===== src/exu_consts.svh =====
`ifndef EXU_CONSTS_SVH
`define EXU_CONSTS_SVH

// ----------------------------------------
// datapath widths
// ----------------------------------------

// data and byte-address width
`define EXU_XLEN 32

// register index width
`define EXU_REG_W 5

// ----------------------------------------
// data memory
// ----------------------------------------

`define EXU_MEM_WORDS 1024

// word address width into the sram
`define EXU_MEM_AW $clog2(`EXU_MEM_WORDS)

`endif


===== src/exu_pkg.sv =====
`include "exu_consts.svh"

package exu_pkg;

    // ----------------------------------------
    // operation encodings
    // ----------------------------------------

    typedef enum logic [3:0] {
        alu_add, alu_sub, alu_sll, alu_slt,
        alu_sltu, alu_xor, alu_srl, alu_sra,
        alu_or, alu_and, alu_pass_b
    } alu_op_e;

    // jal/jalr always redirect, the rest compare rs1 against rs2
    typedef enum logic [2:0] {
        br_none, br_jal, br_jalr, br_beq,
        br_bne, br_blt, br_bge, br_bltu
    } branch_e;

    typedef enum logic [1:0] {
        mem_none, mem_load, mem_store
    } mem_kind_e;

    typedef enum logic [1:0] {
        size_byte, size_half, size_word
    } mem_size_e;

    // ----------------------------------------
    // decoded operation
    // ----------------------------------------

    typedef struct packed {
        alu_op_e   alu_op;
        logic      src_a_pc;
        logic      src_b_imm;
        branch_e   branch;
        mem_kind_e mem_kind;
        mem_size_e mem_size;
        logic      mem_signed;
        logic      rd_write;
    } exu_op_t;

    // execute to memory hand-off
    typedef struct packed {
        logic                   write;
        logic [`EXU_XLEN-1:0]   addr;
        logic [`EXU_XLEN-1:0]   wdata;
        mem_size_e              size;
        logic                   signed_ld;
        logic [`EXU_REG_W-1:0]  rd;
        logic [`EXU_XLEN-1:0]   pc;
    } mem_req_t;

endpackage


===== src/mem_bus_if.sv =====
`timescale 1ns/1ps
`include "exu_consts.svh"

interface mem_bus_if;

    // request side is held until gnt
    logic                     req;
    logic                     write;
    logic [`EXU_MEM_AW-1:0]   addr;
    logic [`EXU_XLEN-1:0]     wdata;
    logic [3:0]               be;

    // rvalid follows a granted read by one cycle
    logic                     gnt;
    logic                     rvalid;
    logic [`EXU_XLEN-1:0]     rdata;

    modport master (
        output req, write, addr, wdata, be,
        input  gnt, rvalid, rdata
    );

    modport slave (
        input  req, write, addr, wdata, be,
        output gnt, rvalid, rdata
    );

    modport monitor (
        input req, write, addr, wdata, be, gnt, rvalid, rdata
    );

endinterface


===== src/load_store_unit.sv =====
`timescale 1ns/1ps
`include "exu_consts.svh"

module load_store_unit (
    input  logic                  clock,
    input  logic                  reset,
    input  logic                  mem_valid,
    output logic                  lsu_ready,
    input  exu_pkg::mem_req_t     mem_req,
    mem_bus_if.master             bus,
    output logic                  load_done,
    output logic                  lsu_wb,
    output logic [`EXU_REG_W-1:0] wb_rd,
    output logic [`EXU_XLEN-1:0]  wb_data,
    output logic                  store_done
);

    typedef enum logic [1:0] {st_idle, st_request, st_wait} state_e;

    state_e               state;
    exu_pkg::mem_req_t    req_q;
    logic [`EXU_XLEN-1:0] lane;
    logic                 sign;

    // ----------------------------------------
    // request build
    // ----------------------------------------

    assign lsu_ready = (state == st_idle);
    assign bus.req   = (state == st_request);
    assign bus.write = req_q.write;
    assign bus.addr  = req_q.addr[`EXU_MEM_AW+1:2];

    always_comb begin
        case (req_q.size)
            exu_pkg::size_byte: begin
                bus.be    = 4'b0001 << req_q.addr[1:0];
                bus.wdata = {4{req_q.wdata[7:0]}};
            end
            exu_pkg::size_half: begin
                bus.be    = 4'b0011 << {req_q.addr[1], 1'b0};
                bus.wdata = {2{req_q.wdata[15:0]}};
            end
            default: begin
                bus.be    = 4'b1111;
                bus.wdata = req_q.wdata;
            end
        endcase
    end

    // ----------------------------------------
    // load alignment
    // ----------------------------------------

    assign lane = bus.rdata >> {req_q.addr[1:0], 3'b000};

    always_comb begin
        case (req_q.size)
            exu_pkg::size_byte: begin
                sign    = req_q.signed_ld && lane[7];
                wb_data = {{(`EXU_XLEN-8){sign}}, lane[7:0]};
            end
            exu_pkg::size_half: begin
                sign    = req_q.signed_ld && lane[15];
                wb_data = {{(`EXU_XLEN-16){sign}}, lane[15:0]};
            end
            default: begin
                sign    = 1'b0;
                wb_data = lane;
            end
        endcase
    end

    assign wb_rd      = req_q.rd;
    assign lsu_wb     = (state == st_wait) && bus.rvalid;
    assign load_done  = lsu_wb;
    assign store_done = bus.req && bus.gnt && req_q.write;

    always_ff @(posedge clock) begin
        if (reset) begin
            state <= st_idle;
        end else begin
            case (state)
                st_idle:    if (mem_valid) state <= st_request;
                st_request: if (bus.gnt) state <= req_q.write ? st_idle : st_wait;
                st_wait:    if (bus.rvalid) state <= st_idle;
                default:    state <= st_idle;
            endcase
        end
    end

    always_ff @(posedge clock) begin
        if (lsu_ready && mem_valid)
            req_q <= mem_req;
    end

endmodule


===== src/flat_wrapper.sv =====
// flat-port wrapper written by rule: the top's interface ports become plain ports
module load_store_unit_flat 
  (clock, reset, mem_valid, lsu_ready, mem_req, load_done, lsu_wb, wb_rd, wb_data, store_done, bus_req, bus_write, bus_addr, bus_wdata, bus_be, bus_gnt, bus_rvalid, bus_rdata);
  mem_bus_if bus_i ();
  input  logic clock;
  input  logic reset;
  input  logic mem_valid;
  output logic lsu_ready;
  input  exu_pkg::mem_req_t mem_req;
  output logic load_done;
  output logic lsu_wb;
  output logic [`EXU_REG_W-1:0] wb_rd;
  output logic [`EXU_XLEN-1:0] wb_data;
  output logic store_done;
  output wire logic [$bits(bus_i.req)-1:0] bus_req;
  output wire logic [$bits(bus_i.write)-1:0] bus_write;
  output wire logic [$bits(bus_i.addr)-1:0] bus_addr;
  output wire logic [$bits(bus_i.wdata)-1:0] bus_wdata;
  output wire logic [$bits(bus_i.be)-1:0] bus_be;
  input wire logic [$bits(bus_i.gnt)-1:0] bus_gnt;
  input wire logic [$bits(bus_i.rvalid)-1:0] bus_rvalid;
  input wire logic [$bits(bus_i.rdata)-1:0] bus_rdata;
  assign bus_req = bus_i.req;
  assign bus_write = bus_i.write;
  assign bus_addr = bus_i.addr;
  assign bus_wdata = bus_i.wdata;
  assign bus_be = bus_i.be;
  assign bus_i.gnt = bus_gnt;
  assign bus_i.rvalid = bus_rvalid;
  assign bus_i.rdata = bus_rdata;
  load_store_unit u_core (.clock(clock), .reset(reset), .mem_valid(mem_valid), .lsu_ready(lsu_ready), .mem_req(mem_req), .bus(bus_i), .load_done(load_done), .lsu_wb(lsu_wb), .wb_rd(wb_rd), .wb_data(wb_data), .store_done(store_done));
endmodule

===== config.mk =====
export PLATFORM = sky130hd
export DESIGN_NAME = load_store_unit_flat
export DESIGN_NICKNAME = d
export VERILOG_FILES = /design/src/exu_pkg.sv /design/src/mem_bus_if.sv /design/src/load_store_unit.sv /design/src/flat_wrapper.sv
export VERILOG_INCLUDE_DIRS = /design/src
export SDC_FILE = /design/constraint.sdc
export NUM_CORES = 1
export LEC_CHECK = 0
export ABC_AREA = 1
export BUFFER_PORTS_ARGS = -buffer_cell sky130_fd_sc_hd__buf_2
export CORE_AREA = 2 2 90 92
export CTS_CLUSTER_SIZE = 12
export DETAILED_ROUTE_END_ITERATION = 8
export DIE_AREA = 0 0 92 94
export HOLD_SLACK_MARGIN = 0.08
export PLACE_DENSITY = 0.87
export RECOVER_POWER = 100
export SLEW_MARGIN = 10
export SYNTH_ARGS = -nofsm -noshare
export SYNTH_HDL_FRONTEND = slang
export SYNTH_SLANG_ARGS = --single-unit

===== constraint.sdc =====
create_clock -name clock -period 3.17 [get_ports clock]
set_input_delay 0.4755 -clock clock [delete_from_list [all_inputs] [get_ports clock]]
set_output_delay 0.4755 -clock clock [all_outputs]
set_load 0.05 [all_outputs]

# After elaboration in Yosys (flattened, before gate mapping)
# Cells that the tools add are included.
[totals] reg_bits=55 out_inout_bits=89
[op_classes] eq_ne=6 n_shift=3 muxes=8 n_reduce_logical=9
[ops] op="$pmux W32 S2" n=2
[ops] op="$shr A32 B5 Y32" n=1
[ops] op="$mux W2" n=4
[ops] op="$pmux W4 S2" n=1
[ops] op="$logic_and A1 B1 Y1" n=6
[ops] op="$ne A2 B2 Y1 const B" n=3
[ops] op="$pmux W2 S3" n=1
[ops] op="$eq A2 B1 Y1 const B" n=2
[ops] op="$logic_not A2 Y1" n=2
[ops] op="$shl A1 B2 Y4 const A" n=1
[ops] op="$shl A2 B2 Y4 const A" n=1
[ops] op="$reduce_and A3 Y1" n=1
[ops] op="$eq A2 B2 Y1 const B" n=1

# Logic depth before layout (Yosys ltp)
[depth] word_depth=3 mapped_depth=7 depth_no_buf=6

# Worst setup path before layout
# OpenSTA, ideal clock, no wires.
[synth_path] path_type="reg-to-reg" startpoint="reg u_core.state[1]" endpoint="reg u_core.req_q (netlist bit u_core.bus.addr[0]), enable pin" setup_ns=0.407 arrival_ns=2.285 slack_ns=0.478 stages_incl_launch_ff=4 n_path_buf=0 period_less_slack_ns=2.692 cell_sequence="dfxtp_1 nor2_1 nand2_1 inv_1"
[synth_between] elab_chain_len=2
[synth_rtl] element="start: declaration" line="load_store_unit.sv:20" source="state_e state;"
[synth_rtl] element="start signal: assignment" line="load_store_unit.sv:81" source="state <= st_idle;"
[synth_rtl] element="start signal: assignment" line="load_store_unit.sv:84" source="st_idle: if (mem_valid) state <= st_request;"
[synth_rtl] element="start signal: assignment" line="load_store_unit.sv:85" source="st_request: if (bus.gnt) state <= req_q.write ? st_idle : st_wait;"
[synth_rtl] element="$logic_not A2 Y1" line="load_store_unit.sv:29" source="assign lsu_ready = (state == st_idle);"
[synth_rtl] element="via lsu_ready" line="flat_wrapper.sv:8" source="output logic lsu_ready;"
[synth_rtl] element="$logic_and A1 B1 Y1" line="load_store_unit.sv:93" source="if (lsu_ready && mem_valid)"
[synth_rtl] element="end signal: assignment" line="load_store_unit.sv:94" source="req_q <= mem_req;"
[synth_rtl] element="end: declaration" line="load_store_unit.sv:21" source="exu_pkg::mem_req_t req_q;"
# The timed path passes the listed nets, and every way through them passes these cells.
# A chain may end at the register's enable or synchronous reset.

# Worst setup path in the final report
[layout_path] startpoint="reg u_core.req_q[73] (netlist bit)" endpoint="out wb_data[9]"
[layout_between] elab_chain_len=3
[layout_rtl] element="$shr A32 B5 Y32 (*)" line="load_store_unit.sv:55" source="assign lane = bus.rdata >> {req_q.addr[1:0], 3'b000};"
[layout_rtl] element="$logic_and A1 B1 Y1" line="load_store_unit.sv:60" source="sign = req_q.signed_ld && lane[7];"
[layout_rtl] element="$pmux W32 S2 (*)" line="load_store_unit.sv:58" source="case (req_q.size)"
[layout_rtl] element="end: declaration" line="flat_wrapper.sv:13" source="output logic [`EXU_XLEN-1:0] wb_data;"
# Mark *: on every way between the ends. The rest lies on a longest branch, timed or not.

==> summary.md <==
| Metric | Value |
|---|---|
| Post-cts sizing count | 0 |
| Post-route ant nets | 0 |
| Levels on crit path | 6 |
| Non-Filler Instances | 597 |
| Arr. time, crit path | 2.33 ns |
| Drc violations | 0 |
| Largest net degree at the start of global routing | 54 |
| Max frequency | 356 MHz |
| Cts hold-fix bufs | 0 |
| GPL Wtd Cong | 0.801 |
| Row count | 32 |
| Clock sinks | 55 |
| Final period utilization | 0.885 |
| Crit Reg-Reg Startpoint | u_core.state[1] |
| Final setup fails | 0 |
| Most common cell in the netlist | nand2_1 |
| GRT overflow | 0 |
| Synth Area per Inst | 8.98 sq um |
| Overall power | 2.15 mW |
| Reg2reg path depth | 3 |
| Worst setup path end | wb_data[9] |
| Largest cells by area after synthesis | edfxtp_1, nand2_1, buf_4 |
| Final Hold Vio Count | 0 |
| Crit path cell chain | buf_4 -> inv_2 -> nand3_1 -> nand3_4 -> nand2_1 -> clkbuf_1 |
| Ys flop type | edfxtp_1 |
| Setup ws final | 0.364 ns |
| Post-CTS setup buffer count | 0 |
| TNS Setup | 0 ns |
| Crit path capture type | output pin |
| H-tree depth | 2 |
| Total GRT Usage | 0.192 |
| Placed inst area | 3860 sq um |
| Min Tclk post-route | 2.81 ns |
| Total Wirelength | 8700 um |
| Outcome | finished, violations left |
| Worst EP required | 2.69 ns |
| CP max stage delay | 0.49 ns |
| Post-synth EDFFs | 53 |
| Startpoint types | register |
| Critical path buffers and inverters | 3 |
| Vias after detailed routing | 2930 |
| Dpl hpwl | 6650 um |
| Cells after Synth | 347 |
| Initial antenna violation count | 0 |
| Kind of critical path | reg2out |
| CP Launch Point | u_core.req_q[73] |
| Fin area | 3840 sq um |
| Chip Height | 94 um |
| Min Hold Slack | 0.325 ns |
| Ys Warns | 0 |
| Post-synth top cells | nand2_1, edfxtp_1, nand3_1, buf_4, nor2_1 |
| Failing checks | max-capacitance violations, max-slew violations |
| RSZ-0062 raised after global routing | false |
| Worst Skew | 0.00681 ns |
| Dpl ws | 0.953 ns |
| Worst-Skew Late Latency | 0.31 ns |
| Drt wl/cell | 14.6 um |
| Slew Viols, Final | 54 |
| Share of cells above drive strength 1 | 0.255 |
| Relative slew slack | -0.293 |
| Peak VDD IR | 0.358 mV |
| Placed Instances | 589 |
| Clk slew on worst S/H paths | 0.10 ns |
| FFs w/ async S/R, synth | 0 |
| Core Area | 7610 sq um |
| Vias/cell | 4.91 |
| Distinct cells, synth | 24 |
| Critical path's top delay family | buffers and inverters |
| TritonCTS clock tree | done |
| Post-Syn Nets | 489 |
| Static leakage | 1.80 nW |
| Worst-path fanout max | 24 |
| CTS buffer count | 5 |
| IO Pins | 231 |
| RR Endpoint | u_core.req_q[38] |
| Sequential area share after synthesis | 0.524 |
| NumNets Final | 636 |
| Vias in the first global route | 2808 |
| HP Class | in2reg |
| # port buffers | 178 |
| First DRT Iteration DRCs | 107 |
| Drt pass-1 iters | 5 |
| Critical path's slowest cell | clkbuf_1 |
| ANT cells | 0 |
| P&R area growth vs syn | 23.4% |
| Die Area | 8650 sq um |
| Reg2reg setup slack | 0.73 ns |
| Share of the synthesized area in the top cell type | 0.511 |
| Post-layout util | 0.505 |
| Starting Density | 0.410 |
| Pwr Density | 558 nW/um^2 |
| Post-Syn Area | 3120 sq um |
| Die X-Extent | 92 um |
| Root Buffer Master | clkbuf_8 |
| Max Root-Sink Buffers | 2 |
| Actual slew at the worst max-slew pin | 1.94 ns |
| Register bit total from synthesis | 55 |
| Global-route wire length before repair | 13000 um |
| Area leader, netlist | edfxtp_1 |
| Max Cap Viol | 1 |
-- registers in the layout, summed over array words and instances (netlist names) --
name,cells
u_core.wb_rd,5
u_core.bus.addr,10
u_core.bus.write,1
u_core.req_q,37
u_core.state,2
-- power by group --
| part | total [mW] | internal [mW] | switching, mW |
|---|---|---|---|
| Combinational | 0.835 | 0.158 | 0.677 |
| Clock | 0.409 | 0.164 | 0.245 |
| Sequential | 0.901 | 0.874 | 0.0275 |
| Total | 2.15 | 1.20 | 0.949 |
-- final cells by class --
type	instances	area, sq um
timing repair buffer	181	806
fill	752	3760
multi-input combinational	230	1090
tap	102	128
clock buffer	5	68.8
inverter	21	88.8
sequential	55	1630
clock inverter	3	27.5
-- worst min path at each step --
stage | start | end | slack, ns | cells past startpoint
floorplan | reset | u_core.state[0] | 0.54 | 1
global placement | u_core.state[0] | u_core.state[0] | 0.56 | 3
detailed placement | u_core.state[0] | u_core.state[0] | 0.58 | 3
CTS | reset | u_core.state[0] | 0.32 | 2
global route | mem_req[83] | u_core.bus.addr[9] | 0.32 | 1
finish | reset | u_core.state[0] | 0.32 | 2
-- per-layer routing --
metal / track usage / vias to the layer above / part of all wire
li1: - / 1416 / -
met1: 0.193 / 1307 / 0.35
met2: 0.374 / 194 / 0.51
met3: 0.0570 / 13 / 0.11
met4: 0.0684 / 0 / 0.020
met5: 0 / - / 0
-- cell usage in the layout (no fill, tap or decap) --
| cell type | instances |
|---|---|
| clkbuf_8 | 5 |
| nor2_4 | 2 |
| inv_1 | 18 |
| nor2_2 | 1 |
| buf_2 | 95 |
| dfxtp_1 | 2 |
| buf_4 | 2 |
| nand2_1 | 129 |
| nor2_1 | 19 |
| nand3_2 | 11 |
| inv_6 | 1 |
| edfxtp_1 | 53 |
| o21ai_1 | 5 |
| inv_8 | 2 |
| o211ai_1 | 8 |
| a21oi_1 | 15 |
| nand2_4 | 2 |
| and2_1 | 1 |
| clkbuf_1 | 84 |
| inv_4 | 1 |
| nor3_1 | 1 |
| clkinvlp_4 | 1 |
| nand3_1 | 27 |
| inv_2 | 1 |
| nand3_4 | 2 |
| o21ai_0 | 7 |
-- logic make-up after synthesis --
logic type / Yosys count / share of synthesized area
AND/OR/NAND/NOR: 195 / 0.290
buffers and inverters: 62 / 0.124
flip-flops: 55 / 0.524
AO/OA/AOI/OAI: 35 / 0.0626
No activity file was read; power rests on OpenSTA's default activity.
