$ cat config.mk
export PLATFORM = sky130hd
export DESIGN_NAME = bus_arbiter_flat
export DESIGN_NICKNAME = d
export VERILOG_FILES = /design/src/mem_bus_if.sv /design/src/bus_arbiter.sv /design/src/flat_wrapper.sv
export VERILOG_INCLUDE_DIRS = /design/src
export SDC_FILE = /design/constraint.sdc
export NUM_CORES = 1
export LEC_CHECK = 0
export BUFFER_PORTS_ARGS = -buffer_cell sky130_fd_sc_hd__buf_2
export CAP_MARGIN = 20
export CORE_AREA = 5 5 91 93
export CTS_CLUSTER_DIAMETER = 200
export DETAILED_ROUTE_END_ITERATION = 8
export DIE_AREA = 0 0 96 98
export SLEW_MARGIN = 20
export SYNTH_ARGS = -nofsm -noshare
export SYNTH_HDL_FRONTEND = slang
export SYNTH_SLANG_ARGS = --single-unit
$ cat constraint.sdc
create_clock -name clock -period 1.3 [get_ports clock]
set_input_delay 0.195 -clock clock [delete_from_list [all_inputs] [get_ports clock]]
set_output_delay 0.195 -clock clock [all_outputs]
set_load 0.1 [all_outputs]
$ cat src/exu_consts.svh
`ifndef EXU_CONSTS_SVH
`define EXU_CONSTS_SVH

// ----------------------------------------
// datapath widths
// ----------------------------------------

// data and byte-address width
`define EXU_XLEN 32

// register index width
`define EXU_REG_W 5

// ----------------------------------------
// data memory
// ----------------------------------------

`define EXU_MEM_WORDS 1024

// word address width into the sram
`define EXU_MEM_AW $clog2(`EXU_MEM_WORDS)

`endif

$ cat src/mem_bus_if.sv
`timescale 1ns/1ps
`include "exu_consts.svh"

interface mem_bus_if;

    // request side is held until gnt
    logic                     req;
    logic                     write;
    logic [`EXU_MEM_AW-1:0]   addr;
    logic [`EXU_XLEN-1:0]     wdata;
    logic [3:0]               be;

    // rvalid follows a granted read by one cycle
    logic                     gnt;
    logic                     rvalid;
    logic [`EXU_XLEN-1:0]     rdata;

    modport master (
        output req, write, addr, wdata, be,
        input  gnt, rvalid, rdata
    );

    modport slave (
        input  req, write, addr, wdata, be,
        output gnt, rvalid, rdata
    );

    modport monitor (
        input req, write, addr, wdata, be, gnt, rvalid, rdata
    );

endinterface

$ cat src/bus_arbiter.sv
`timescale 1ns/1ps
`include "exu_consts.svh"

module bus_arbiter (
    input  logic                   clock,
    input  logic                   reset,
    mem_bus_if.slave               lsu,
    mem_bus_if.slave               host,
    output logic                   sram_en,
    output logic [3:0]             sram_we,
    output logic [`EXU_MEM_AW-1:0] sram_addr,
    output logic [`EXU_XLEN-1:0]   sram_wdata,
    input  logic [`EXU_XLEN-1:0]   sram_rdata
);

    logic last_host;
    logic pick_host;
    logic win_write;
    logic rd_busy;
    logic rd_host;

    // ----------------------------------------
    // round robin grant
    // ----------------------------------------

    // host wins when alone, or on a tie when the lsu won last
    assign pick_host = host.req && (!lsu.req || !last_host);
    assign host.gnt  = pick_host;
    assign lsu.gnt   = lsu.req && !pick_host;

    assign sram_en    = lsu.req || host.req;
    assign win_write  = pick_host ? host.write : lsu.write;
    assign sram_addr  = pick_host ? host.addr  : lsu.addr;
    assign sram_wdata = pick_host ? host.wdata : lsu.wdata;
    assign sram_we    = (sram_en && win_write) ? (pick_host ? host.be : lsu.be) : 4'b0000;

    // ----------------------------------------
    // read return routing
    // ----------------------------------------

    assign lsu.rvalid  = rd_busy && !rd_host;
    assign host.rvalid = rd_busy && rd_host;
    assign lsu.rdata   = rd_host ? '0 : sram_rdata;
    assign host.rdata  = rd_host ? sram_rdata : '0;

    always_ff @(posedge clock) begin
        if (reset) begin
            last_host <= 1'b0;
            rd_busy   <= 1'b0;
            rd_host   <= 1'b0;
        end else begin
            if (sram_en)
                last_host <= pick_host;
            rd_busy <= sram_en && !win_write;
            rd_host <= pick_host;
        end
    end

endmodule

$ cat src/flat_wrapper.sv
// flat-port wrapper written by rule: the top's interface ports become plain ports
module bus_arbiter_flat 
  (clock, reset, sram_en, sram_we, sram_addr, sram_wdata, sram_rdata, lsu_req, lsu_write, lsu_addr, lsu_wdata, lsu_be, lsu_gnt, lsu_rvalid, lsu_rdata, host_req, host_write, host_addr, host_wdata, host_be, host_gnt, host_rvalid, host_rdata);
  mem_bus_if lsu_i ();
  mem_bus_if host_i ();
  input  logic clock;
  input  logic reset;
  output logic sram_en;
  output logic [3:0] sram_we;
  output logic [`EXU_MEM_AW-1:0] sram_addr;
  output logic [`EXU_XLEN-1:0] sram_wdata;
  input  logic [`EXU_XLEN-1:0] sram_rdata;
  input wire logic [$bits(lsu_i.req)-1:0] lsu_req;
  input wire logic [$bits(lsu_i.write)-1:0] lsu_write;
  input wire logic [$bits(lsu_i.addr)-1:0] lsu_addr;
  input wire logic [$bits(lsu_i.wdata)-1:0] lsu_wdata;
  input wire logic [$bits(lsu_i.be)-1:0] lsu_be;
  output wire logic [$bits(lsu_i.gnt)-1:0] lsu_gnt;
  output wire logic [$bits(lsu_i.rvalid)-1:0] lsu_rvalid;
  output wire logic [$bits(lsu_i.rdata)-1:0] lsu_rdata;
  input wire logic [$bits(host_i.req)-1:0] host_req;
  input wire logic [$bits(host_i.write)-1:0] host_write;
  input wire logic [$bits(host_i.addr)-1:0] host_addr;
  input wire logic [$bits(host_i.wdata)-1:0] host_wdata;
  input wire logic [$bits(host_i.be)-1:0] host_be;
  output wire logic [$bits(host_i.gnt)-1:0] host_gnt;
  output wire logic [$bits(host_i.rvalid)-1:0] host_rvalid;
  output wire logic [$bits(host_i.rdata)-1:0] host_rdata;
  assign lsu_i.req = lsu_req;
  assign lsu_i.write = lsu_write;
  assign lsu_i.addr = lsu_addr;
  assign lsu_i.wdata = lsu_wdata;
  assign lsu_i.be = lsu_be;
  assign lsu_gnt = lsu_i.gnt;
  assign lsu_rvalid = lsu_i.rvalid;
  assign lsu_rdata = lsu_i.rdata;
  assign host_i.req = host_req;
  assign host_i.write = host_write;
  assign host_i.addr = host_addr;
  assign host_i.wdata = host_wdata;
  assign host_i.be = host_be;
  assign host_gnt = host_i.gnt;
  assign host_rvalid = host_i.rvalid;
  assign host_rdata = host_i.rdata;
  bus_arbiter u_core (.clock(clock), .reset(reset), .lsu(lsu_i), .host(host_i), .sram_en(sram_en), .sram_we(sram_we), .sram_addr(sram_addr), .sram_wdata(sram_wdata), .sram_rdata(sram_rdata));
endmodule
# After elaboration in Yosys (flattened, before gate mapping)
# Index checks and enable logic that the tools add are counted.
[totals]
reg_bits = 3
input_bits = 130
[op_classes]
muxes = 7
reduce_logical = 13
[op_table]
columns = ["cell", "count"]
rows = [
  ["2-to-1 mux 32 bit", 3],
  ["2-to-1 mux 10 bit", 1],
  ["2-to-1 mux 4 bit", 2],
  ["logical AND 1 bit", 6],
  ["logical NOT 1 bit", 5],
  ["logical OR 1 bit", 2],
  ["2-to-1 mux 1 bit", 1],
]

# Longest topological paths before layout
# Gate-level depths: netlist of run 1.
[logic_depth]
depth_word = 6
ltp_mapped = 4

# Worst setup path before layout of run 1
# OpenSTA, ideal clock, no wires.
[synth_path]
path_type = "register -> output"
startpoint = "register u_core.last_host"
endpoint = "output sram_we[0]"
arrival_ns = 2.286
t_required_ns = 1.105
path_slack_ns = -1.181
stages_incl_launch_ff = 5
path_cell_list = "dfxtp_1 -> a21boi_4 -> buf_6 -> a32oi_1 -> nor2_1"
[synth_via]
elab_chain_cells = 6
elab_cells_between_ends = 7
classes_between = "3 x mux; 4 x reduce/logical"
[synth_rtl]
columns = ["element", "line_no", "source"]
rows = [
  ["start: declaration", "bus_arbiter.sv:16", "logic last_host;"],
  ["start signal: assignment", "bus_arbiter.sv:53", "last_host <= pick_host;"],
  ["logical NOT 1 bit (*)", "bus_arbiter.sv:27", "assign pick_host = host.req && (!lsu.req || !last_host);"],
  ["logical OR 1 bit (*)", "bus_arbiter.sv:27", ""],
  ["logical AND 1 bit (*)", "bus_arbiter.sv:27", ""],
  ["named net host_gnt", "flat_wrapper.sv:26", "output wire logic [$bits(host_i.gnt)-1:0] host_gnt;"],
  ["2-to-1 mux 1 bit", "bus_arbiter.sv:32", "assign win_write = pick_host ? host.write : lsu.write;"],
  ["logical AND 1 bit", "bus_arbiter.sv:35", "assign sram_we = (sram_en && win_write) ? (pick_host ? host.be : lsu.be) : 4'b0000;"],
  ["2-to-1 mux 4 bit (*)", "bus_arbiter.sv:35", ""],
  ["end: declaration", "flat_wrapper.sv:9", "output logic [3:0] sram_we;"],
]
# The timed path passes the listed nets; every way through them passes the cells marked *.

# Final worst setup path of run 1
[layout_path]
startpoint = "register u_core.last_host"
endpoint = "output sram_addr[7]"
[layout_via]
elab_chain_cells = 4
[layout_rtl]
columns = ["element", "line_no", "source"]
rows = [
  ["logical NOT 1 bit", "bus_arbiter.sv:27", ""],
  ["logical OR 1 bit", "bus_arbiter.sv:27", ""],
  ["logical AND 1 bit", "bus_arbiter.sv:27", ""],
  ["2-to-1 mux 10 bit", "bus_arbiter.sv:33", "assign sram_addr = pick_host ? host.addr : lsu.addr;"],
  ["end: declaration", "flat_wrapper.sv:10", "output logic [`EXU_MEM_AW-1:0] sram_addr;"],
]
# No other way between the ends.

==> key figures, run 1 <==
Placed design
  – Post-DP HPWL: 6.65 mm
  – Placed instance area: 0.00427 mm²
  – Buffers on Ports: 244
  – Post-Place Cells: 493
  – RD Place Congestion: 0.754

Worst setup path
  – Critical path type: reg2out
  – Cell family with most CP delay: buffers and inverters
  – CP endpoint kind: output pin
  – CP max-delay cell: mux2_2
  – Startpoint Class: flop
  – Crit path largest cell delay: 350 ps
  – Crit path DAT: 1610 ps
  – Crit path cell chain: a21boi_4, buf_4, buf_12, mux2_2, buf_6
  – Crit path buf inv count: 3
  – Worst Path Required: 1110 ps
  – CP max FO: 12

Global route
  – First-pass GRT wire length: 12.9 mm
  – Total grt overflow: 0
  – Initial antenna violation count: 0
  – Vias in the first global route: 2477
  – Gr usage total: 17.5%
  – Largest net degree at the start of global routing: 25

Clock network
  – Root Driver: clkbuf_8
  – CTS tree: built
  – Clock Sinks: 3
  – Worst-path clk slew: 30 ps
  – Inserted Clock Buffers: 3
  – Skew-Pair Late Insertion Delay: 220 ps
  – Buffer levels on the longest clock path: 2
  – Cts hold-fix bufs: 0
  – H-tree depth reported by CTS: 1

Yosys
  – Top cells by area, synth: mux2_2, nor2b_1, and2_1, dfxtp_1, mux2i_1
  – Post-synth top area share: 38.8%
  – Cell taking the most area after synthesis: mux2_2
  – Net Count, Synth: 271
  – Synthesized area: 0.00116 mm²
  – Ys Warns: 0
  – Cells after Synth: 141
  – Post-synthesis register bit count: 3
  – Post-synth cell types: 17
  – Part of the Yosys area used for sequential elements: 5.17%
  – Syn avg cell area: 8.23 µm²

Floorplan
  – Core Area: 0.00745 mm²
  – Die Y-Extent: 98 µm
  – # rows: 32
  – Die ar.: 0.00941 mm²
  – Io pins: 245
  – Die Span X: 96 µm
  – Starting Density: 15.6%

Route
  – DRC Markers: 0
  – Drt via density: 4.23
  – Via count: 2193
  – Met3 wire len: 1.00 mm
  – DR WL/cell: 17.5 µm
  – Pre-antenna DRT Iters: 3
  – Final WL: 9.07 mm
  – WL met1: 2.71 mm
  – Max layer used: met4
  – Initial DRC count: 12
  – Met2 Wirelength: 5.18 mm
  – ANT nets after route: 0

STA
  – Max Transition Viols Final: 0
  – Unrepaired setup endpoints after global routing: true
  – Final period utilization: 139%
  – Worst Skew: 3.03 ps
  – PnR worst setup slack: -508 ps
  – Fin. Hold Viols: 0
  – Tmin final: 1810 ps
  – Final setup TNS: -27010 ps
  – Pin slew with the least headroom to its limit: 499 ps
  – Max Clk Rate: 553 MHz
  – Final setup violation count: 114
  – Slew headroom: 66.9%

Finish
  – Finished Layout Cells: 518
  – Fraction of layout cells with a size suffix above 1: 98.6%
  – Synthesis-to-finish area growth: 362%
  – Most common cell after layout, fill and taps aside: buf_2
  – Cell area after layout: 0.00537 mm²
  – Commonest cells after routing, fill and taps aside: buf_2, buf_12, mux2_4, nor2b_4, and2_4
  – Final nets: 547
  – # diodes: 0

Power
  – Leak pwr: 2.69 nW
  – Peak supply drop: 618 µV
  – Pwr/cell area: 820 mW/mm²
  – Overall power: 0.00440 W

Hold path
  – Type of the most critical hold path: in2reg

Run status
  – Violated checks: setup timing
  – Outcome: complete, but fails checks

Flow run
  – Max-Cap Viols: 0
layout make-up:
type	instances	area, µm²
Clock buffer	4	45.0
Fill cell	475	2080
Multi-Input combinational cell	126	1610
Sequential cell	3	65.1
Tap cell	102	128
Timing Repair Buffer	283	3530
state kept, by name (all words and copies together) (netlist names):
register	flops
u_core.rd_busy	1
u_core.last_host	1
u_core.rd_host	1
cells by family after synthesis:
kind of cell	share of synthesized area, %
simple gates	40.1
compound gates	3.02
buf+inv	6.57
flops	5.17
mux	45.2
Yosys cell counts (all sizes together):
cell	count
mux2	43
nor2b	35
and2	33
clkbuf	7
buf	5
nor2	5
mux2i	4
dfxtp	3
a211oi	1
a21boi	1
a32oi	1
nor3b	1
or2	1
or2b	1
metal layers:
metal	vias up	GRT usage [%]
li1	1024	-
met1	999	15.9
met2	154	35.7
met3	16	5.93
met4	0	3.61
met5	-	0
worst reg2reg max path, delay by kind of cell (launching register included):
kind            cells  cell delay, ps
mux                 1             290
buf+inv             2             280
simple gates        1             160
flops               1             330
compound gates      1             210
path summary, 6_finish.rpt:
check	startpoint	end	slack, ps	cells past startpoint
worst max-delay path	u_core.last_host	sram_addr[7]	-510	5
worst min-delay path	reset	u_core.rd_busy	210	2
worst max register to register	u_core.last_host	u_core.rd_busy	-50	5
worst min register to register	u_core.last_host	u_core.last_host	600	2
power breakdown:
part,internal [W],switching (W)
clock network,0.000210,0.0000668
registers,0.0000992,0.00000807
logic,0.00162,0.00240
stage by stage:
step | hold WS, ps | setup slack, ps | utilization [%]
3_5_place_dp | 404 | -334 | 57.3
3_3_place_gp | 404 | -316 | 57.3
4_1_cts | 192 | -465 | 71.2
5_1_grt | 211 | -554 | 72.1
6_report | 210 | -508 | 72.1
2_1_floorplan | 259 | -354 | -
timing repair:
item | 4_1_cts | 5_1_grt
endpoints found under the setup margin | 112 | 114
cloned | 5 | 3
setup buffers | 14 | 4
gates resized for setup | 198 | 6
pin swaps | 5 | 2
(Power assumes the default switching activity.)
==> run 2, diff against run 1 <==
CTS_BUF_LIST = sky130_fd_sc_hd__clkbuf_4   (was not set)
==> key figures, run 2 (synthesis results as in run 1) <==
Finish
  – Cell area after layout: 0.00536 mm² (was 0.00537 mm²)
  – Most common cell after layout, fill and taps aside: buf_2 (unchanged)
  – Commonest cells after routing, fill and taps aside: buf_2, buf_12, mux2_4, nor2b_4, and2_4 (unchanged)
  – # diodes: 0 (unchanged)
  – Post-layout util: 72.0% (was 72.1%)
  – Synthesis-to-finish area growth: 362% (about the same)
  – Final nets: 548 (was 547)
  – Biggest regs: u_core.last_host (1), u_core.rd_busy (1), u_core.rd_host (1) (unchanged)
  – Fraction of layout cells with a size suffix above 1: 98.8% (was 98.6%)

Worst setup path
  – Crit path buf inv count: 4 (was 3)
  – Worst Path Required: 1110 ps (about the same)
  – Crit path largest cell delay: 330 ps (was 350 ps)
  – CP max-delay cell: dfxtp_2 (was mux2_2)
  – Crit path DAT: 1640 ps (was 1610 ps)
  – Cell mode on critical path: buf_12
  – Startpoint Class: flop (unchanged)
  – CP endpoint kind: output pin (unchanged)
  – Critical path type: reg2out (unchanged)
  – Cell family with most CP delay: buffers and inverters (unchanged)
  – Crit path cell chain: a21boi_4, buf_12, buf_16, buf_8, mux2_4, buf_12 (was a21boi_4, buf_4, buf_12, mux2_2, buf_6)
  – CP max FO: 6 (was 12)

Flow run
  – Max-Cap Viols: 0 (unchanged)

STA
  – Slew headroom: 67.5% (was 66.9%)
  – Max Clk Rate: 545 MHz (was 553 MHz)
  – Tmin final: 1830 ps (was 1810 ps)
  – Max Transition Viols Final: 0 (unchanged)
  – Final period utilization: 141% (was 139%)
  – Pin slew with the least headroom to its limit: 491 ps (was 499 ps)
  – PnR worst setup slack: -533 ps (was -508 ps)
  – Unrepaired setup endpoints after global routing: true (unchanged)
  – Worst Skew: 2.81 ps (was 3.03 ps)
  – Final setup violation count: 114 (unchanged)
  – Fin. Hold Viols: 0 (unchanged)

Hold path
  – Type of the most critical hold path: in2reg (unchanged)

Global route
  – Vias in the first global route: 2498 (was 2477)
  – Initial antenna violation count: 0 (unchanged)
  – GR Util met1: 16.4% (was 15.9%)
  – Largest net degree at the start of global routing: 25 (unchanged)
  – First-pass GRT wire length: 12.9 mm (about the same)
  – Met2 Track Usage GR: 34.8% (was 35.7%)
  – Total grt overflow: 0 (unchanged)
  – Most Crowded Layer GR: met2 (unchanged)
  – Gr usage total: 17.5% (about the same)
  – M3 GR Usage: 6.16% (was 5.93%)

Clock network
  – CTS tree: built (unchanged)
  – Cts hold-fix bufs: 0 (unchanged)
  – H-tree depth reported by CTS: 1 (unchanged)
  – Buffer levels on the longest clock path: 2 (unchanged)
  – Worst-path clk slew: 40 ps (was 30 ps)
  – Root Driver: clkbuf_4 (was clkbuf_8)
  – Inserted Clock Buffers: 3 (unchanged)
  – Clock Sinks: 3 (unchanged)
  – Skew-Pair Late Insertion Delay: 240 ps (was 220 ps)

Route
  – Drt via density: 4.21 (was 4.23)
  – Pre-antenna DRT Iters: 5 (was 3)
  – Via count: 2183 (was 2193)
  – DR WL/cell: 17.1 µm (was 17.5 µm)
  – Final WL: 8.87 mm (was 9.07 mm)
  – DRC Markers: 0 (unchanged)
  – ANT nets after route: 0 (unchanged)
  – Initial DRC count: 17 (was 12)

Floorplan
  – Die ar.: 0.00941 mm² (unchanged)
  – # rows: 32 (unchanged)
  – Core Area: 0.00745 mm² (unchanged)
  – Io pins: 245 (unchanged)
  – Die Y-Extent: 98 µm (unchanged)
  – Starting Density: 15.6% (unchanged)
  – Die Span X: 96 µm (unchanged)

Placed design
  – RD Place Congestion: 0.754 (unchanged)
  – Post-DP HPWL: 6.65 mm (unchanged)
  – Placed instance area: 0.00427 mm² (unchanged)
  – Buffers on Ports: 244 (unchanged)

Power
  – Leak pwr: 2.69 nW (about the same)
  – Peak supply drop: 575 µV (was 618 µV)
  – Pwr/cell area: 804 mW/mm² (was 820 mW/mm²)

Run status
  – Violated checks: setup timing (unchanged)
  – Outcome: complete, but fails checks (unchanged)
[run 2: final cells by class]
type | instances | area (µm²)
repair buffers | 284 | 3530
fillers | 475 | 2080
multi-input cells | 126 | 1610
well taps | 102 | 128
flip-flops and latches | 3 | 65.1
clock buffers | 4 | 30.0
[run 2: repair_timing]
item / 4_1_cts / 5_1_grt
endpoints found under the hold margin: 0 / 0
pin swaps: 5 / 3
resized for setup: 198 / 8
cloned: 5 / 2
setup endpoints to repair: 112 / 114
buffers inserted: 14 / 6
[run 2: per-layer routing]
metal | up-vias | routed length [µm] | part of all wire, %
li1 | 1026 | - | -
met1 | 989 | 2640 | 30
met2 | 152 | 4970 | 56
met3 | 16 | 1060 | 12
met4 | 0 | 194 | 2.2
met5 | - | 0 | 0
[run 2: final timing paths]
check                         from               end  slack, ps  cells past startpoint
setup / recovery  u_core.last_host     sram_wdata[8]       -530                      6
hold / removal               reset    u_core.rd_busy        180                      2
setup reg to reg  u_core.last_host    u_core.rd_busy        -70                      6
hold reg to reg   u_core.last_host  u_core.last_host        570                      2
[run 2: per-stage QoR]
stage | cells | setup TNS (ps) | power [W] | setup slack (ps) | hold WS, ps
floorplan | 141 | -8190 | 0.00252 | -354 | 259
global placement | 493 | -12710 | 0.00346 | -316 | 404
detailed placement | 493 | -13560 | 0.00349 | -334 | 404
CTS | 516 | -29300 | 0.00427 | -488 | 170
global route | 519 | -34290 | 0.00443 | -583 | 185
finish | 519 | -29150 | 0.00431 | -533 | 183
[run 2: power by group]
| group | switching, W | internal (W) | total (W) |
|---|---|---|---|
| Sequential | 0.00000733 | 0.0000990 | 0.000106 |
| Clock | 0.0000535 | 0.000136 | 0.000190 |
| Combinational | 0.00240 | 0.00162 | 0.00402 |
| Total | 0.00246 | 0.00186 | 0.00431 |
==> run 3, diff against run 2 <==
CAP_MARGIN = 25   (was 20)
CTS_BUF_LIST = sky130_fd_sc_hd__clkbuf_8 sky130_fd_sc_hd__clkbuf_16   (was sky130_fd_sc_hd__clkbuf_4)
==> key figures, run 3 (synthesis results as in run 1) <==
Power
  – Leak pwr: 2.69 nW (about the same)
  – Peak supply drop: 617 µV (was 575 µV)
  – Psw: 0.00248 W (was 0.00246 W)
  – Comb power frac: 91.4% (was 93.1%)
  – Flop pwr share: 2.4% (was 2.5%)
  – P_int: 0.00192 W (was 0.00186 W)
  – Switch share: 56.3% (was 56.9%)
  – Clk pwr share: 6.1% (was 4.4%)
  – Pwr/cell area: 818 mW/mm² (was 804 mW/mm²)

Route
  – DR WL/cell: 17.5 µm (was 17.1 µm)
  – Final WL: 9.07 mm (was 8.87 mm)
  – Via count: 2194 (was 2183)
  – Drt via density: 4.24 (was 4.21)
  – Initial DRC count: 12 (was 17)
  – DRC Markers: 0 (unchanged)
  – ANT nets after route: 0 (unchanged)
  – Pre-antenna DRT Iters: 3 (was 5)

Clock network
  – Clock Sinks: 3 (unchanged)
  – Buffer levels on the longest clock path: 2 (unchanged)
  – Cts hold-fix bufs: 0 (unchanged)
  – Root Driver: clkbuf_8 (was clkbuf_4)
  – CTS tree: built (unchanged)
  – Skew-Pair Late Insertion Delay: 220 ps (was 240 ps)
  – H-tree depth reported by CTS: 1 (unchanged)
  – Worst-path clk slew: 30 ps (was 40 ps)
  – Inserted Clock Buffers: 3 (unchanged)

STA
  – Fin. Hold Viols: 0 (unchanged)
  – PnR worst setup slack: -508 ps (was -533 ps)
  – Tmin final: 1810 ps (was 1830 ps)
  – Final period utilization: 139% (was 141%)
  – Pin slew with the least headroom to its limit: 499 ps (was 491 ps)
  – Final setup violation count: 114 (unchanged)
  – Max Transition Viols Final: 0 (unchanged)
  – Worst Skew: 2.68 ps (was 2.81 ps)
  – Unrepaired setup endpoints after global routing: true (unchanged)
  – Max Clk Rate: 553 MHz (was 545 MHz)
  – Worst hold margin: 210 ps (was 183 ps)
  – Slew headroom: 66.9% (was 67.5%)

Placed design
  – Placed instance area: 0.00427 mm² (unchanged)
  – RD Place Congestion: 0.754 (unchanged)
  – Post-Place Cells: 493 (unchanged)
  – Buffers on Ports: 244 (unchanged)
  – Pre-CTS setup slack: -334 ps (unchanged)
  – Post-DP HPWL: 6.65 mm (unchanged)

Worst setup path
  – Worst R2R End: u_core.rd_busy (unchanged)
  – Critical path type: reg2out (unchanged)
  – CP endpoint kind: output pin (unchanged)
  – RR Startpoint: u_core.last_host (unchanged)
  – R2R Setup Slk: -50 ps (was -70 ps)
  – CP max-delay cell: mux2_2 (was dfxtp_2)
  – FF-to-FF path depth: 5 (was 6)
  – Crit path cell chain: a21boi_4, buf_4, buf_12, mux2_2, buf_6 (was a21boi_4, buf_12, buf_16, buf_8, mux2_4, buf_12)
  – Worst Path Required: 1110 ps (about the same)
  – Startpoint Class: flop (unchanged)
  – CP max FO: 12 (was 6)
  – Crit path DAT: 1610 ps (was 1640 ps)
  – Crit path largest cell delay: 350 ps (was 330 ps)

Hold path
  – Worst hold start: reset (unchanged)
  – Min-Delay Path Depth: 2 (unchanged)
  – Hold worst-path end: u_core.rd_busy (unchanged)
  – Type of the most critical hold path: in2reg (unchanged)

Finish
  – Final nets: 547 (was 548)
  – Finished Layout Cells: 518 (was 519)
  – Cell area after layout: 0.00537 mm² (was 0.00536 mm²)
  – Synthesis-to-finish area growth: 362% (about the same)
  – Fraction of layout cells with a size suffix above 1: 98.6% (was 98.8%)
  – Most common cell after layout, fill and taps aside: buf_2 (unchanged)
  – Biggest regs: u_core.last_host (1), u_core.rd_busy (1), u_core.rd_host (1) (unchanged)
  – Commonest cells after routing, fill and taps aside: buf_2, buf_12, mux2_4, nor2b_4, and2_4 (unchanged)
  – # diodes: 0 (unchanged)

Floorplan
  – Die Span X: 96 µm (unchanged)
  – # rows: 32 (unchanged)
  – Die ar.: 0.00941 mm² (unchanged)
  – Core Area: 0.00745 mm² (unchanged)
  – Die Y-Extent: 98 µm (unchanged)
  – Io pins: 245 (unchanged)
  – Starting Density: 15.6% (unchanged)

Run status
  – Outcome: complete, but fails checks (unchanged)
  – Violated checks: setup timing (unchanged)

Global route
  – Total grt overflow: 0 (unchanged)
  – Vias in the first global route: 2477 (was 2498)
  – Initial antenna violation count: 0 (unchanged)
  – First-pass GRT wire length: 12.9 mm (about the same)
  – Gr usage total: 17.5% (about the same)
  – Largest net degree at the start of global routing: 25 (unchanged)

Flow run
  – Max-Cap Viols: 0 (unchanged)
[run 3: metal layers]
| layer | share of wire [%] | vias up | track usage [%] |
|---|---|---|---|
| li1 | - | 1023 | - |
| met1 | 30 | 1001 | 15.9 |
| met2 | 57 | 154 | 35.7 |
| met3 | 11 | 16 | 5.93 |
| met4 | 1.9 | 0 | 3.61 |
| met5 | 0 | - | 0 |
[run 3: power groups by stage]
stage | sequential (W) | combinational (W) | clock (W)
2_1_floorplan | 0.000107 | 0.00242 | 0
3_3_place_gp | 0.000120 | 0.00334 | 0
3_5_place_dp | 0.000120 | 0.00337 | 0
4_1_cts | 0.000106 | 0.00397 | 0.000268
5_1_grt | 0.000108 | 0.00412 | 0.000282
6_report | 0.000107 | 0.00402 | 0.000269
[run 3: worst max-delay path by stage]
stage	start	endpoint	depth (start not counted)
2_1_floorplan	u_core.last_host	sram_we[0]	4
3_3_place_gp	u_core.last_host	sram_addr[8]	4
3_5_place_dp	u_core.last_host	sram_addr[8]	4
4_1_cts	u_core.last_host	sram_we[2]	6
5_1_grt	u_core.last_host	sram_addr[7]	5
6_report	u_core.last_host	sram_addr[7]	5
[run 3: worst max-delay path: cells and delay by family, from the launching register on]
kind | cells | cell delay [ps]
buffers and inverters | 3 | 490
muxes | 1 | 350
DFF | 1 | 330
AOI/OAI and AO/OA | 1 | 210
[run 3: cell type report]
type / instances / area (µm²)
timing repair buffer: 283 / 3530
tap: 102 / 128
clock inverter: 1 / 3.75
sequential: 3 / 65.1
fill: 475 / 2080
clock buffer: 3 / 41.3
multi-input combinational: 126 / 1610
[run 3: what timing repair did]
item,in CTS,in global routing
hold endpoints to repair,0,0
setup endpoints to repair,112,114
resized for setup,198,6
buffers inserted,14,4
pin swaps,5,2
cloned,5,3
[run 3: through the flow]
step | setup TNS (ps) | power [W] | util [%]
floorplan | -8190 | 0.00252 | -
global placement | -12710 | 0.00346 | 57.3
detailed placement | -13560 | 0.00349 | 57.3
CTS | -26750 | 0.00435 | 71.2
global route | -31500 | 0.00451 | 72.1
finish | -27060 | 0.00440 | 72.1
